**src/video_defines.svh**
```systemverilog
// Geometry constants for a 640x480 display refreshed at 60 Hz
// Include this header wherever line or frame timing is needed
// The line and frame totals are built from the active size, porches and syncs
`ifndef VIDEO_DEFINES_SVH
`define VIDEO_DEFINES_SVH

// Horizontal geometry, counted in pixel clocks
`define ACTIVE_COLS 640
`define H_FRONT     16
`define H_SYNC      96
`define H_BACK      48

// Vertical geometry, counted in whole lines
`define ACTIVE_ROWS 480
`define V_FRONT     10
`define V_SYNC      2
`define V_BACK      33

// One line is 800 clocks
`define H_TOTAL (`ACTIVE_COLS + `H_FRONT + `H_SYNC + `H_BACK)

// One frame is 525 lines
`define V_TOTAL (`ACTIVE_ROWS + `V_FRONT + `V_SYNC + `V_BACK)

`endif

```
**src/video_timing_pkg.sv**
```systemverilog
// Types for positions on the video raster
// Import wherever column, row or raw line position counts are carried
package video_timing_pkg;

	// Column inside the active area, 0 to 639 for the default size
	typedef logic [9:0] col_t;

	// Row inside the active area, 0 to 479 for the default size
	typedef logic [9:0] row_t;

	// Position along a full line, blanking included, 0 to 799
	typedef logic [9:0] hpos_t;

	// Line number within a full frame, blanking included, 0 to 524
	typedef logic [9:0] vpos_t;

endpackage

```
**src/video_pixel_pkg.sv**
```systemverilog
// Types for pixel data and the pattern choice
// Import wherever RGB pixels or the pattern select are handled
package video_pixel_pkg;

	// One color channel, full scale is 8'hff
	typedef logic [7:0] chan_t;

	// Packed RGB pixel with red in the top byte and blue in the bottom byte
	typedef logic [23:0] pixel_t;

	// Pattern select
	// The fourth code is not named and is painted as gray
	typedef enum logic [1:0] {
		PAT_BARS    = 2'd0,
		PAT_CHECKER = 2'd1,
		PAT_GRAY    = 2'd2
	} pattern_t;

endpackage

```
**src/video_sync_gen.sv**
```systemverilog
// Free-running raster timing for a 640x480 display
// Drives active-low syncs and active-high blanks, all registered
// Reset restarts the raster at the first active pixel of line 0
`timescale 1ns/1ps
`include "video_defines.svh"

module video_sync_gen (
	input  logic i_Clk,
	input  logic i_rst,
	output logic o_hsync,
	output logic o_vsync,
	output logic o_hblank,
	output logic o_vblank
);
	import video_timing_pkg::*;

	// Counter ranges derived from the geometry header
	localparam hpos_t H_LAST       = hpos_t'(`H_TOTAL - 1);
	localparam hpos_t H_BLANK_FROM = hpos_t'(`ACTIVE_COLS);
	localparam hpos_t H_SYNC_FROM  = hpos_t'(`ACTIVE_COLS + `H_FRONT);
	localparam hpos_t H_SYNC_TO    = hpos_t'(`ACTIVE_COLS + `H_FRONT + `H_SYNC);
	localparam vpos_t V_LAST       = vpos_t'(`V_TOTAL - 1);
	localparam vpos_t V_BLANK_FROM = vpos_t'(`ACTIVE_ROWS);
	localparam vpos_t V_SYNC_FROM  = vpos_t'(`ACTIVE_ROWS + `V_FRONT);
	localparam vpos_t V_SYNC_TO    = vpos_t'(`ACTIVE_ROWS + `V_FRONT + `V_SYNC);

	hpos_t r_hpos;
	vpos_t r_vpos;
	logic  w_line_end;

	// Last clock of the line, where the vertical count steps
	assign w_line_end = (r_hpos == H_LAST);

	// Position counters wrap at the line and frame totals
	always_ff @(posedge i_Clk) begin
		if (i_rst) begin
			r_hpos <= '0;
			r_vpos <= '0;
		end else if (w_line_end) begin
			r_hpos <= '0;
			if (r_vpos == V_LAST) begin
				r_vpos <= '0;
			end else begin
				r_vpos <= r_vpos + 1'b1;
			end
		end else begin
			r_hpos <= r_hpos + 1'b1;
		end
	end

	// Decode the counter ranges into levels, one cycle behind the counters
	// Both blanks come out of reset high
	// The first cycle after reset then shows a falling vblank, so a frame start is seen at once
	always_ff @(posedge i_Clk) begin
		if (i_rst) begin
			o_hsync  <= 1'b1;
			o_vsync  <= 1'b1;
			o_hblank <= 1'b1;
			o_vblank <= 1'b1;
		end else begin
			o_hblank <= (r_hpos >= H_BLANK_FROM);
			o_vblank <= (r_vpos >= V_BLANK_FROM);
			// Sync is low inside its window and high elsewhere
			o_hsync  <= !((r_hpos >= H_SYNC_FROM) && (r_hpos < H_SYNC_TO));
			o_vsync  <= !((r_vpos >= V_SYNC_FROM) && (r_vpos < V_SYNC_TO));
		end
	end

	// A sync pulse must sit inside the blanking interval of the same direction
	a_hsync_in_hblank: assert property (
		@(posedge i_Clk) disable iff (i_rst)
		!o_hsync |-> o_hblank
	) else $error("hsync low outside hblank");

	a_vsync_in_vblank: assert property (
		@(posedge i_Clk) disable iff (i_rst)
		!o_vsync |-> o_vblank
	) else $error("vsync low outside vblank");

endmodule

```
**src/blanking_to_count.sv**
```systemverilog
// Rebuilds active-area column and row counts from horizontal and vertical blanks
// Syncs, active level and counts leave together one cycle after the inputs
// Lock rises on the first frame start and holds until reset
`timescale 1ns/1ps

module blanking_to_count #(
	parameter int ACTIVE_COLS = 640,
	parameter int ACTIVE_ROWS = 480
) (
	input  logic                   i_Clk,
	input  logic                   i_rst,
	input  logic                   i_hsync,
	input  logic                   i_vsync,
	input  logic                   i_hblank,
	input  logic                   i_vblank,
	output logic                   o_locked,
	output logic                   o_hsync,
	output logic                   o_vsync,
	output logic                   o_active,
	output video_timing_pkg::col_t o_col,
	output video_timing_pkg::row_t o_row
);
	import video_timing_pkg::*;

	localparam col_t COL_LAST = col_t'(ACTIVE_COLS - 1);
	localparam row_t ROW_LAST = row_t'(ACTIVE_ROWS - 1);

	logic r_hblank;
	logic r_vblank;
	logic w_frame_start;
	logic w_line_start;
	logic w_active_in;
	col_t r_col;
	row_t r_row;
	col_t w_cur_col;
	row_t w_cur_row;

	// Falling blank edges, found against the copies from the previous cycle
	assign w_frame_start = r_vblank & ~i_vblank;
	assign w_line_start  = r_hblank & ~i_hblank;
	assign w_active_in   = ~i_hblank & ~i_vblank;

	// Position of the pixel now at the input
	// An edge forces zero in the same cycle, so no half-cycle offset is needed
	assign w_cur_col = (w_frame_start || w_line_start) ? '0 : r_col;
	assign w_cur_row = w_frame_start ? '0 : r_row;

	// Blank history and the sticky lock flag
	always_ff @(posedge i_Clk) begin
		if (i_rst) begin
			r_hblank <= 1'b1;
			r_vblank <= 1'b1;
			o_locked <= 1'b0;
		end else begin
			r_hblank <= i_hblank;
			r_vblank <= i_vblank;
			if (w_frame_start) begin
				o_locked <= 1'b1;
			end
		end
	end

	// The counters hold the position of the next active pixel
	// They advance only on active input cycles
	always_ff @(posedge i_Clk) begin
		if (i_rst) begin
			r_col <= '0;
			r_row <= '0;
		end else if (w_active_in) begin
			if (w_cur_col == COL_LAST) begin
				r_col <= '0;
				r_row <= (w_cur_row == ROW_LAST) ? '0 : w_cur_row + 1'b1;
			end else begin
				r_col <= w_cur_col + 1'b1;
				r_row <= w_cur_row;
			end
		end else begin
			// Keep any zeroing from an edge that lands while still blanked
			r_col <= w_cur_col;
			r_row <= w_cur_row;
		end
	end

	// Output stage aligns syncs and counts; counts read zero while blanked
	always_ff @(posedge i_Clk) begin
		if (i_rst) begin
			o_hsync  <= 1'b1;
			o_vsync  <= 1'b1;
			o_active <= 1'b0;
			o_col    <= '0;
			o_row    <= '0;
		end else begin
			o_hsync  <= i_hsync;
			o_vsync  <= i_vsync;
			o_active <= w_active_in;
			o_col    <= w_active_in ? w_cur_col : '0;
			o_row    <= w_active_in ? w_cur_row : '0;
		end
	end

	// The column must not run past the active width while pixels are shown
	a_col_in_range: assert property (
		@(posedge i_Clk) disable iff (i_rst)
		o_active |-> (o_col < ACTIVE_COLS)
	) else $error("column %0d out of range", o_col);

	// Lock drops only as a result of reset
	a_lock_sticky: assert property (
		@(posedge i_Clk)
		$fell(o_locked) |-> $past(i_rst)
	) else $error("lock fell without reset");

endmodule

```
**src/test_pattern_gen.sv**
```systemverilog
// Paints color bars, a checkerboard or a flat gray field from column and row
// The pixel is registered with the syncs and active level, so all leave aligned
// Pixels outside the active area are zero
`timescale 1ns/1ps

module test_pattern_gen (
	input  logic                     i_Clk,
	input  logic                     i_rst,
	input  video_pixel_pkg::pattern_t i_pattern,
	input  logic                     i_hsync,
	input  logic                     i_vsync,
	input  logic                     i_active,
	input  video_timing_pkg::col_t   i_col,
	input  video_timing_pkg::row_t   i_row,
	output logic                     o_hsync,
	output logic                     o_vsync,
	output logic                     o_de,
	output video_pixel_pkg::pixel_t  o_pixel
);
	import video_timing_pkg::*;
	import video_pixel_pkg::*;

	// Eight bars across 640 columns
	localparam col_t  BAR_WIDTH = col_t'(80);
	localparam chan_t CH_GRAY   = 8'h80;

	logic [2:0] w_bar_idx;
	pixel_t     w_color;

	// Bar colors in order white, yellow, cyan, green, magenta, red, blue, black
	function automatic pixel_t bar_color(input logic [2:0] idx);
		logic [2:0] rgb;
		case (idx)
			3'd0:    rgb = 3'b111;
			3'd1:    rgb = 3'b110;
			3'd2:    rgb = 3'b011;
			3'd3:    rgb = 3'b010;
			3'd4:    rgb = 3'b101;
			3'd5:    rgb = 3'b100;
			3'd6:    rgb = 3'b001;
			default: rgb = 3'b000;
		endcase
		// Each channel is either fully on or fully off
		return {{8{rgb[2]}}, {8{rgb[1]}}, {8{rgb[0]}}};
	endfunction

	assign w_bar_idx = 3'(i_col / BAR_WIDTH);

	// Color for the current position under the selected pattern
	always_comb begin
		case (i_pattern)
			PAT_BARS:    w_color = bar_color(w_bar_idx);
			// Squares 32 pixels on a side
			PAT_CHECKER: w_color = (i_col[5] ^ i_row[5]) ? 24'hffffff : 24'h000000;
			// PAT_GRAY and the unnamed fourth code both land here
			default:     w_color = {3{CH_GRAY}};
		endcase
	end

	// One more register stage keeps the pixel level with its syncs
	always_ff @(posedge i_Clk) begin
		if (i_rst) begin
			o_hsync <= 1'b1;
			o_vsync <= 1'b1;
			o_de    <= 1'b0;
			o_pixel <= '0;
		end else begin
			o_hsync <= i_hsync;
			o_vsync <= i_vsync;
			o_de    <= i_active;
			o_pixel <= i_active ? w_color : '0;
		end
	end

	// The display must see black whenever data enable is low
	a_blank_pixel_zero: assert property (
		@(posedge i_Clk) disable iff (i_rst)
		!o_de |-> (o_pixel == '0)
	) else $error("pixel %h while de low", o_pixel);

endmodule

```
**src/video_pattern_top.sv**
```systemverilog
// Test-pattern source for a 640x480 display at 60 Hz
// Chains the raster timing, the blank-to-count stage and the painter
// Outputs are two cycles behind the raster and mutually aligned
`timescale 1ns/1ps
`include "video_defines.svh"

module video_pattern_top (
	input  logic                      i_Clk,
	input  logic                      i_rst,
	input  video_pixel_pkg::pattern_t i_pattern,
	output logic                      o_hsync,
	output logic                      o_vsync,
	output logic                      o_de,
	output video_pixel_pkg::pixel_t   o_pixel,
	output logic                      o_locked
);
	import video_timing_pkg::*;

	// Raster timing levels
	logic w_hsync;
	logic w_vsync;
	logic w_hblank;
	logic w_vblank;

	// Counted positions, one cycle behind the raster
	logic w_hsync_d;
	logic w_vsync_d;
	logic w_active;
	col_t w_col;
	row_t w_row;

	video_sync_gen u_video_sync_gen (
		.i_Clk    (i_Clk),
		.i_rst    (i_rst),
		.o_hsync  (w_hsync),
		.o_vsync  (w_vsync),
		.o_hblank (w_hblank),
		.o_vblank (w_vblank)
	);

	blanking_to_count #(
		.ACTIVE_COLS (`ACTIVE_COLS),
		.ACTIVE_ROWS (`ACTIVE_ROWS)
	) u_blanking_to_count (
		.i_Clk    (i_Clk),
		.i_rst    (i_rst),
		.i_hsync  (w_hsync),
		.i_vsync  (w_vsync),
		.i_hblank (w_hblank),
		.i_vblank (w_vblank),
		.o_locked (o_locked),
		.o_hsync  (w_hsync_d),
		.o_vsync  (w_vsync_d),
		.o_active (w_active),
		.o_col    (w_col),
		.o_row    (w_row)
	);

	test_pattern_gen u_test_pattern_gen (
		.i_Clk     (i_Clk),
		.i_rst     (i_rst),
		.i_pattern (i_pattern),
		.i_hsync   (w_hsync_d),
		.i_vsync   (w_vsync_d),
		.i_active  (w_active),
		.i_col     (w_col),
		.i_row     (w_row),
		.o_hsync   (o_hsync),
		.o_vsync   (o_vsync),
		.o_de      (o_de),
		.o_pixel   (o_pixel)
	);

endmodule

```
**config.mk**
```make
export PLATFORM = sky130hd
export DESIGN_NAME = video_pattern_top
export DESIGN_NICKNAME = d
export VERILOG_FILES = /design/src/video_timing_pkg.sv /design/src/video_pixel_pkg.sv /design/src/video_sync_gen.sv /design/src/blanking_to_count.sv /design/src/test_pattern_gen.sv /design/src/video_pattern_top.sv
export VERILOG_INCLUDE_DIRS = /design/src
export SDC_FILE = /design/constraint.sdc
export NUM_CORES = 1
export LEC_CHECK = 0
export ABC_AREA = 1
export BUFFER_PORTS_ARGS = -buffer_cell sky130_fd_sc_hd__buf_2
export CORE_MARGIN = 5
export CORE_UTILIZATION = 50
export DETAILED_ROUTE_END_ITERATION = 10
export PLACE_DENSITY = 0.71
export RECOVER_POWER = 50
export SYNTH_ARGS = -nofsm -noshare
export SYNTH_HDL_FRONTEND = slang
export SYNTH_HIERARCHICAL = 1
export SYNTH_SLANG_ARGS = --single-unit
```
**constraint.sdc**
```tcl
create_clock -name i_Clk -period 1.95 [get_ports i_Clk]
set_clock_uncertainty 0.1 [all_clocks]
set_input_delay 0.4875 -clock i_Clk [delete_from_list [all_inputs] [get_ports i_Clk]]
set_output_delay 0.4875 -clock i_Clk [all_outputs]
set_load 0.005 [all_outputs]
```
==> flow_summary.toml, run 1 <==
[detailed_routing]
wl_mm = 7.40
avgViaCountPerCell = 4.93
drtIter0Drc = 123
antenna_left = 0
drt-wirelength-per-cell_um = 11.1
num_vias = 3285
drtPass1Iterations = 4
drcViolationCount = 0

[layout]
drive_gt1_share_pct = 22.4
multiInputGateArea_sq_um = 1810
area_growth_pct = 13.7
nNetsFinal = 573
regArea_sq_um = 1320
n_antenna_cell = 0
fill_cells = 700

[clock_tree]
cts_hold_buf = 0
clock-root-buffer = "clkbuf_8"
cts_tree = "done"
clk_pin_slew_ps = 70
cts_max_path_buffers = 2
clkSinkCount = 66
clock_latency_ps = 350
cts_buffers = 9
h-tree-depth = 3

[worst_setup_path]
cpMostUsedCell = "nand2_2"
slowest_delay_ps = 340
r2r_end = "u_blanking_to_count/r_row[8]$_SDFF_PP0_"
cp.arrival_ps = 2080
critPathKind = "reg -> reg"
crit_chain = "inv_2 > nand2_2 > nand2_4 > inv_4 > nand2_2 > inv_2 > ha_4 > nand2_2 > inv_2 > nand2_1 > nor2_1 > nand2_1 > nor2_4 > nand2_2 > nand2_4 > nand2_2 > nand2_1 > nor2_1"
r2r_cells = 18
crit_path_start_kind = "register"
cpLargestDelayFamily = "simple AND/OR/NAND/NOR gates"
critPathBufInv = 4
regToRegSetupSlack_ps = 10
endpoint_kind = "register"
crit_path_top_delay_cell = "dfxtp_2"
crit_required_ps = 2090
r2r_start = "u_video_sync_gen/o_hblank$_SDFF_PP1_"
cp_max_fo = 5

[floorplan]
core_region_area_sq_um = 7140
start_util_pct = 50.4
ios = 32
dieArea_sq_um = 8990
dieHeight_um = 94.8
die-width_um = 94.8
num_rows = 31

[outcome]
outcome = "finished, final reports clean"

[global_routing]
grt_max_degree = 15
antenna_found_initial = 0
gr-total-overflow = 0
track_usage_pct = 17.7
grt_pass1_vias = 2998
grt_pass1_wl_mm = 12.7

[sta]
fin_setup_tns_ps = 0
max_freq_ghz = 0.516
setup_viol = 0
period_needed_ps = 1940
slew_headroom_pct = 53.1
fin_crit_sh_pct = 99.4
drv_slew = 0
grt_setup_unrepaired = "yes"
hold_viol_final = 0
tightest_slew_ps = 704

[power_and_ir_drop]
power_switching_uw = 611
p_seq_share_pct = 49.4
max-vdd-ir-drop_v = 0.000348
power.total_mw = 2.78
p_sw_share_pct = 22.0
p_per_area_nw_per_um2 = 680
power_leakage_nw = 1.84
power_frac_clock_pct = 45.5
intPower_mw = 2.17
comb_power_share_pct = 5.1

[placement]
gp_congestion = 0.857
dpl.hpwl_mm = 5.40
io_buffers = 31

[run]
max_cap_viol_count = 0

[hold_path]
min_to = "u_blanking_to_count/o_vsync$_SDFF_PP1_"
min_path_cells = 1
min_from = "u_video_sync_gen/o_vsync$_SDFF_PP1_"
hold_path_class = "reg -> reg"

[yosys]
syn_inst = 530
avgSynthCellArea_sq_um = 6.78
netlist_area_sq_um = 3600
yosys_warnings = 6
syn_nets = 540
-- flip-flops by register name, summed over array words and instances, names as in the netlist, 6 cells and up --
signal and flops:
u_blanking_to_count/o_col 6, u_test_pattern_gen/o_pixel 6, u_video_sync_gen/r_vpos 10, u_video_sync_gen/r_hpos 10, u_blanking_to_count/r_row 10, u_blanking_to_count/r_col 10
-- how the worst max path moves through the flow --
stage                                               startpoint                                      end  slack [ps]  cells after the start
after floorplan           u_video_sync_gen/o_hblank$_SDFF_PP1_  u_blanking_to_count/r_row[8]$_SDFF_PP0_           1                     18
after global placement    u_video_sync_gen/o_vblank$_SDFF_PP1_  u_blanking_to_count/r_row[8]$_SDFF_PP0_         -20                     13
after detailed placement  u_video_sync_gen/o_hblank$_SDFF_PP1_  u_blanking_to_count/r_row[8]$_SDFF_PP0_          10                     18
after CTS                 u_video_sync_gen/o_hblank$_SDFF_PP1_  u_blanking_to_count/r_row[8]$_SDFF_PP0_           4                     18
after global routing      u_video_sync_gen/o_hblank$_SDFF_PP1_  u_blanking_to_count/r_row[8]$_SDFF_PP0_        -160                     18
final                     u_video_sync_gen/o_hblank$_SDFF_PP1_  u_blanking_to_count/r_row[8]$_SDFF_PP0_          10                     18
-- power groups by stage --
stage               Sequential, mW  Clock, mW  Combinational [mW]
CTS                           1.37       1.31               0.131
global placement              1.40          0               0.128
global route                  1.38       1.38               0.160
floorplan                     1.40          0              0.0904
finish                        1.37       1.26               0.142
detailed placement            1.40          0               0.130
-- cell type report --
class / instances / area share, %
flip-flops and latches: 66 / 32.4
multi-input cells: 352 / 44.3
inverters: 88 / 8.14
clock buffers: 11 / 3.46
repair buffers: 46 / 6.76
clock inverters: 5 / 1.90
well taps: 99 / 3.03
-- stage by stage --
stage	instance area, sq um	hold WS (ps)	cells	worst slack (ps)	utilization [%]
after global routing	4090	322	667	-159	57.3
after detailed placement	3770	295	644	10.1	52.8
after global placement	3770	295	644	-21.5	52.8
after floorplan	3600	289	530	1.09	-
final	4090	309	667	11.7	57.3
after CTS	3990	309	660	4.38	55.9
-- routing by layer --
layer  GRT usage (%)  vias to the layer above  wire length, um
li1                -                     1703                -
met1            20.9                     1478             3360
met2            29.6                       91             3520
met3            5.58                       13              358
met4            7.33                        0              151
met5               0                        -                0
-- layout by cell type (no fill, tap or decap), types with 4 or more instances in the layout --
cell type  count
o21ai_0        8
clkbuf_1       7
nand2_2       20
a21oi_1       14
nor2_4         5
dfxtp_1       64
inv_1         70
nand2_1      107
buf_4         13
buf_2         25
or2_2          5
ha_1           4
nor3_1        10
nor2_1        87
clkbuf_8      10
o21ai_1        4
nand3_1       31
nand3_2        6
inv_2         16
xor2_1         6
nand4_1       21
nor2_2         8
-- timing repair --
| item | in CTS | in global routing |
|---|---|---|
| setup buffers | 0 | 7 |
| endpoints found under the setup margin | 0 | 15 |
| resized for setup | 0 | 25 |
Power figures use the tool's default switching activity.
==> inputs of run 2 (changes only) <==
--- a/config.mk
+++ b/config.mk
@@ -11,8 +11,9 @@
 export CORE_MARGIN = 5
 export CORE_UTILIZATION = 50
 export DETAILED_ROUTE_END_ITERATION = 10
-export PLACE_DENSITY = 0.71
+export PLACE_DENSITY = 0.69
 export RECOVER_POWER = 50
+export SLEW_MARGIN = 40
 export SYNTH_ARGS = -nofsm -noshare
 export SYNTH_HDL_FRONTEND = slang
 export SYNTH_HIERARCHICAL = 1
==> constraint.sdc (replaced) <==
create_clock -name i_Clk -period 2.5 [get_ports i_Clk]
set_clock_uncertainty 0.1 [all_clocks]
set_input_delay 0.625 -clock i_Clk [delete_from_list [all_inputs] [get_ports i_Clk]]
set_output_delay 0.625 -clock i_Clk [all_outputs]
set_load 0.005 [all_outputs]
==> run 2 against run 1 <==
Worst setup slack improved by 270 ps. Clock power shrank 26%. Core utilization down 2.3 points. Count of clock-buffer cells in the layout is the same. Final cell count shrank 1.5%. First-iteration DRC count increased by 52%. Critical path depth unchanged. Design area down 4.0%. Via count is 2.5% lower. Combinational power is 37% lower. Sequential share of layout area is 1.3 points higher. Sequential cell count is the same. Critical endpoint unchanged. Largest cell class unchanged. Highest routed layer unchanged.
==> flow_summary.toml, run 2 (synthesized netlist as in run 1, its figures left out) <==
[power_and_ir_drop]
comb_power_share_pct = 4.3
p_seq_share_pct = 51.2
p_per_area_nw_per_um2 = 534
power_switching_uw = 485
p_sw_share_pct = 23.1
power_leakage_nw = 1.78
max-vdd-ir-drop_v = 0.000283
power.total_mw = 2.09
intPower_mw = 1.61
power_frac_clock_pct = 44.5

[worst_setup_path]
cp.arrival_ps = 2370
r2r_end = "u_blanking_to_count/r_row[8]$_SDFF_PP0_"
cp_max_fo = 7
crit_required_ps = 2650
endpoint_kind = "register"
regToRegSetupSlack_ps = 280
r2r_start = "u_video_sync_gen/o_hblank$_SDFF_PP1_"
r2r_cells = 18
crit_path_start_kind = "register"
critPathKind = "reg -> reg"

[floorplan]
core_region_area_sq_um = 7140
dieHeight_um = 94.8
ios = 32
dieArea_sq_um = 8990
die-width_um = 94.8
start_util_pct = 50.4
num_rows = 31

[hold_path]
min_from = "u_blanking_to_count/o_vsync$_SDFF_PP1_"
min_path_cells = 1
hold_path_class = "reg -> reg"
min_to = "u_test_pattern_gen/o_vsync$_SDFF_PP1_"

[detailed_routing]
drcViolationCount = 0
avgViaCountPerCell = 4.88
drtPass1Iterations = 4
num_vias = 3203
drtIter0Drc = 187
wl_mm = 7.34
antenna_left = 0
drt-wirelength-per-cell_um = 11.2

[layout]
area_growth_pct = 9.08
fin_util_pct = 55.0
nNetsFinal = 563
final_common_cell = "nand2_1"
drive_gt1_share_pct = 18.3
final_cell_mix = "111 x nand2_1, 90 x nor2_1, 77 x inv_1, 66 x dfxtp_1, 32 x nand3_1"
n_antenna_cell = 0

[global_routing]
track_usage_pct = 17.9
grt_pass1_vias = 3007
grt_pass1_wl_mm = 12.9
grt_max_degree = 16
antenna_found_initial = 0
gr-total-overflow = 0

[sta]
grt_setup_unrepaired = "no"
whs_ps = 309
drv_slew = 0
fin_crit_sh_pct = 88.8
slew_headroom_pct = 57.0
hold_viol_final = 0
fin_setup_tns_ps = 0
tightest_slew_ps = 642
max_freq_ghz = 0.451
period_needed_ps = 2220
setup_viol = 0

[clock_tree]
clk_pin_slew_ps = 70
h-tree-depth = 3
cts_buffers = 9
cts_max_path_buffers = 2
clock_latency_ps = 350
clkSinkCount = 66
clock-root-buffer = "clkbuf_8"
cts_tree = "done"

[run]
max_cap_viol_count = 0

[placement]
gp_congestion = 0.927
io_buffers = 31
dpl.hpwl_mm = 5.56

[outcome]
outcome = "finished, final reports clean"
## run 2: through the flow
stage / instances / setup slack [ps] / instance area, sq um
2_1_floorplan: 530 / 508 / 3600
3_3_place_gp: 639 / 342 / 3720
3_5_place_dp: 639 / 237 / 3720
4_1_cts: 655 / 216 / 3930
5_1_grt: 657 / 12.4 / 3920
6_report: 657 / 280 / 3920
## run 2: power by group through the flow
stage / clock network [mW] / logic [mW] / registers (mW)
floorplan: 0 / 0.0702 / 1.10
global placement: 0 / 0.0885 / 1.10
detailed placement: 0 / 0.0909 / 1.10
CTS: 0.962 / 0.0915 / 1.07
global route: 1.01 / 0.102 / 1.07
finish: 0.933 / 0.0899 / 1.07
## run 2: per-layer routing
metal  wire length [um]  share of wire (%)  vias up  track usage (%)
li1                   -                  -     1681                -
met1               3240                 44     1433             20.4
met2               3580                 49       70             31.6
met3                329                4.5       19             3.59
met4                189                2.6        0             9.13
met5                  0                  0        -                0
## run 2: worst max path at each step
stage / from / to / depth (start not counted)
finish: u_video_sync_gen/o_hblank$_SDFF_PP1_ / u_blanking_to_count/r_row[8]$_SDFF_PP0_ / 18
global route: u_video_sync_gen/o_hblank$_SDFF_PP1_ / u_blanking_to_count/r_row[9]$_SDFF_PP0_ / 18
CTS: u_video_sync_gen/o_hblank$_SDFF_PP1_ / u_blanking_to_count/r_row[8]$_SDFF_PP0_ / 18
detailed placement: u_video_sync_gen/o_hblank$_SDFF_PP1_ / u_blanking_to_count/r_row[8]$_SDFF_PP0_ / 18
global placement: u_video_sync_gen/o_hblank$_SDFF_PP1_ / u_blanking_to_count/r_row[5]$_SDFF_PP0_ / 18
floorplan: u_video_sync_gen/o_hblank$_SDFF_PP1_ / u_blanking_to_count/r_row[8]$_SDFF_PP0_ / 18
## run 2: what timing repair did
action,in CTS,in global routing
buffers inserted,0,2
setup endpoints to repair,0,6
hold buffers,0,0
resized for setup,0,2
endpoints found under the hold margin,0,0
## run 2: final cells by class
class,count,area [sq um]
fillers,711,3210
multi-input cells,352,1750
flip-flops and latches,66,1320
inverters,88,330
repair buffers,36,189
clock buffers,11,151
well taps,99,124
clock inverters,5,61.3
## run 2: critical path, cell delays in order, from the launching register on
cell and delay, ps:
dfxtp_1 340, inv_1 80, nand2_4 100, nand2_2 100, inv_2 110, nand2_1 60
inv_1 70, ha_1 170, nand2_1 50, inv_1 70, nand2_1 50, nor2_1 80
nand2_1 90, nor2_4 190, nand2_2 130, nand2_4 120, nand2_2 100, nand2_1 90
nor2_1 40
==> inputs of run 3 (changes only) <==
--- a/config.mk
+++ b/config.mk
@@ -6,13 +6,14 @@
 export SDC_FILE = /design/constraint.sdc
 export NUM_CORES = 1
 export LEC_CHECK = 0
-export ABC_AREA = 1
 export BUFFER_PORTS_ARGS = -buffer_cell sky130_fd_sc_hd__buf_2
 export CORE_MARGIN = 5
 export CORE_UTILIZATION = 50
 export DETAILED_ROUTE_END_ITERATION = 10
+export GPL_TIMING_DRIVEN = 0
 export PLACE_DENSITY = 0.69
 export RECOVER_POWER = 50
+export REMOVE_ABC_BUFFERS = 1
 export SLEW_MARGIN = 40
 export SYNTH_ARGS = -nofsm -noshare
 export SYNTH_HDL_FRONTEND = slang
==> run 3 against run 2 <==
Core utilization up 1.7 points. Synthesized cell count decreased by 28%. Largest power group unchanged. Sequential cell count stayed put.
==> flow_summary.toml, run 3 <==
[outcome]
outcome = "finished, final reports clean"

[layout]
final_cell_mix = "63 x dfxtp_1, 36 x nor2_1, 33 x nand2_1, 22 x buf_2"
fin_util_pct = 56.7
finalInstanceArea_sq_um = 3640
final_cells = 482
final_common_cell = "dfxtp_1"
nNetsFinal = 410
area_growth_pct = 8.87
drive_gt1_share_pct = 21.0
n_antenna_cell = 0
fill_cells = 568

[yosys]
syn_inst = 384
yosys_warnings = 6
netlist_area_sq_um = 3340
avgSynthCellArea_sq_um = 8.71

[clock_tree]
clock-root-buffer = "clkbuf_8"
clock_latency_ps = 340
h-tree-depth = 3
clkSinkCount = 66
cts_max_path_buffers = 2
cts_buffers = 9
cts_tree = "done"
clk_pin_slew_ps = 70
cts_hold_buf = 0

[worst_setup_path]
slowest_delay_ps = 470
cp_max_fo = 8
endpoint_kind = "register"
crit_path_start_kind = "register"
crit_required_ps = 2610
crit_chain = "and2b_4 > a21oi_4 > and2_4 > ha_4 > or4bb_4 > nor4_4 > buf_4 > buf_4 > nand2_1 > xnor2_1 > nor2_1"
cpMostUsedCell = "buf_4"
crit_path_top_delay_cell = "or4bb_4"
cp.arrival_ps = 2540
critPathKind = "reg -> reg"

[detailed_routing]
drt-wirelength-per-cell_um = 13.0
antenna_left = 0
drtPass1Iterations = 4
drtIter0Drc = 159
num_vias = 2705
wl_mm = 6.26
avgViaCountPerCell = 5.61
drcViolationCount = 0

[sta]
max_freq_ghz = 0.412
drv_slew = 0
tightest_slew_ps = 670
period_needed_ps = 2430
whs_ps = 309
hold_viol_final = 0
slew_headroom_pct = 55.3
setup_viol = 0
fin_setup_tns_ps = 0
fin_crit_sh_pct = 97.1

[placement]
dpl.hpwl_mm = 4.09
place_area_sq_um = 3340
io_buffers = 31
gp_congestion = 0.856
dp_cells = 455

[power_and_ir_drop]
comb_power_share_pct = 4.2
power_frac_clock_pct = 42.3
power_leakage_nw = 1.33
max-vdd-ir-drop_v = 0.000415
power_switching_uw = 450
p_per_area_nw_per_um2 = 550
p_sw_share_pct = 22.5
intPower_mw = 1.55
p_seq_share_pct = 53.5

[global_routing]
track_usage_pct = 16.0
busiest_layer = "met2"
gr-total-overflow = 0
use_met1_pct = 18.5
grt_pass1_wl_mm = 11.1
grt.met2_usage_pct = 26.6
grt_pass1_vias = 2556
use_met3_pct = 6.38
antenna_found_initial = 0
grt_max_degree = 40

[floorplan]
dieHeight_um = 91.8
num_rows = 29
ios = 32
start_util_pct = 52.1
dieArea_sq_um = 8420
die-width_um = 91.8
core_region_area_sq_um = 6420

[hold_path]
hold_path_class = "reg -> reg"

[run]
max_cap_viol_count = 0
==> run 3: changes by cell type in the layout (fill, tap and decap cells not counted), sizes merged, moves of 8 or more <==
cell,delta
nor2,-65
nand2,-96
xnor2,+10
nand4,-8
inv,-75
and3,+9
xor2,+9
nand3,-17
==> run 3: path summary, 6_finish.rpt <==
check / start / end / slack, ps / depth (start not counted)
max: u_video_sync_gen/o_vblank$_SDFF_PP1_ / u_blanking_to_count/r_row[2]$_SDFF_PP0_ / 70 / 11
min: u_video_sync_gen/o_hsync$_SDFF_PP1_ / u_blanking_to_count/o_hsync$_SDFF_PP1_ / 310 / 1
max reg2reg: u_video_sync_gen/o_vblank$_SDFF_PP1_ / u_blanking_to_count/r_row[2]$_SDFF_PP0_ / 70 / 11
min reg2reg: u_video_sync_gen/o_hsync$_SDFF_PP1_ / u_blanking_to_count/o_hsync$_SDFF_PP1_ / 310 / 1
==> run 3: power by group through the flow <==
| stage | sequential, mW | combinational, mW | clock (mW) |
|---|---|---|---|
| after CTS | 1.07 | 0.0803 | 0.880 |
| final | 1.07 | 0.0843 | 0.847 |
| after global routing | 1.07 | 0.0930 | 0.934 |
| after floorplan | 1.10 | 0.0376 | 0 |
| after global placement | 1.10 | 0.0660 | 0 |
| after detailed placement | 1.10 | 0.0675 | 0 |
==> run 3: final cells by class <==
| cell class | count | area [sq um] | area share, % |
|---|---|---|---|
| Tap cell | 77 | 96.3 | 2.65 |
| Inverter | 13 | 48.8 | 1.34 |
| Clock inverter | 5 | 55.1 | 1.51 |
| Clock buffer | 11 | 131 | 3.61 |
| Sequential cell | 66 | 1330 | 36.5 |
| Timing Repair Buffer | 42 | 226 | 6.22 |
| Multi-Input combinational cell | 268 | 1750 | 48.1 |
==> run 3: routing by layer <==
metal | vias up | part of all wire [%]
li1 | 1364 | -
met1 | 1257 | 45
met2 | 72 | 47
met3 | 12 | 5.9
met4 | 0 | 2.0
met5 | - | 0
==> run 3: worst max-delay path: cells and delay by family, from the launching register on <==
family | cells | cell delay (ps)
simple gates | 6 | 1090
compound gates | 1 | 160
xor+xnor | 1 | 140
flops | 1 | 340
fa+ha+maj | 1 | 130
buf+inv | 2 | 320
==> run 3: stage by stage <==
stage | power [mW] | setup WS [ps]
after floorplan | 1.14 | -522
after global placement | 1.16 | -993
after detailed placement | 1.17 | -1000
after CTS | 2.03 | -4.86
after global routing | 2.10 | -11.5
final | 2.00 | 73.0
==> run 3: what timing repair did <==
| item | in CTS | in global routing |
|---|---|---|
| setup buffers | 10 | 2 |
| setup endpoints to repair | 20 | 16 |
| gates resized for setup | 13 | 3 |
| hold endpoints to repair | 0 | 0 |
| pin swaps | 7 | 6 |
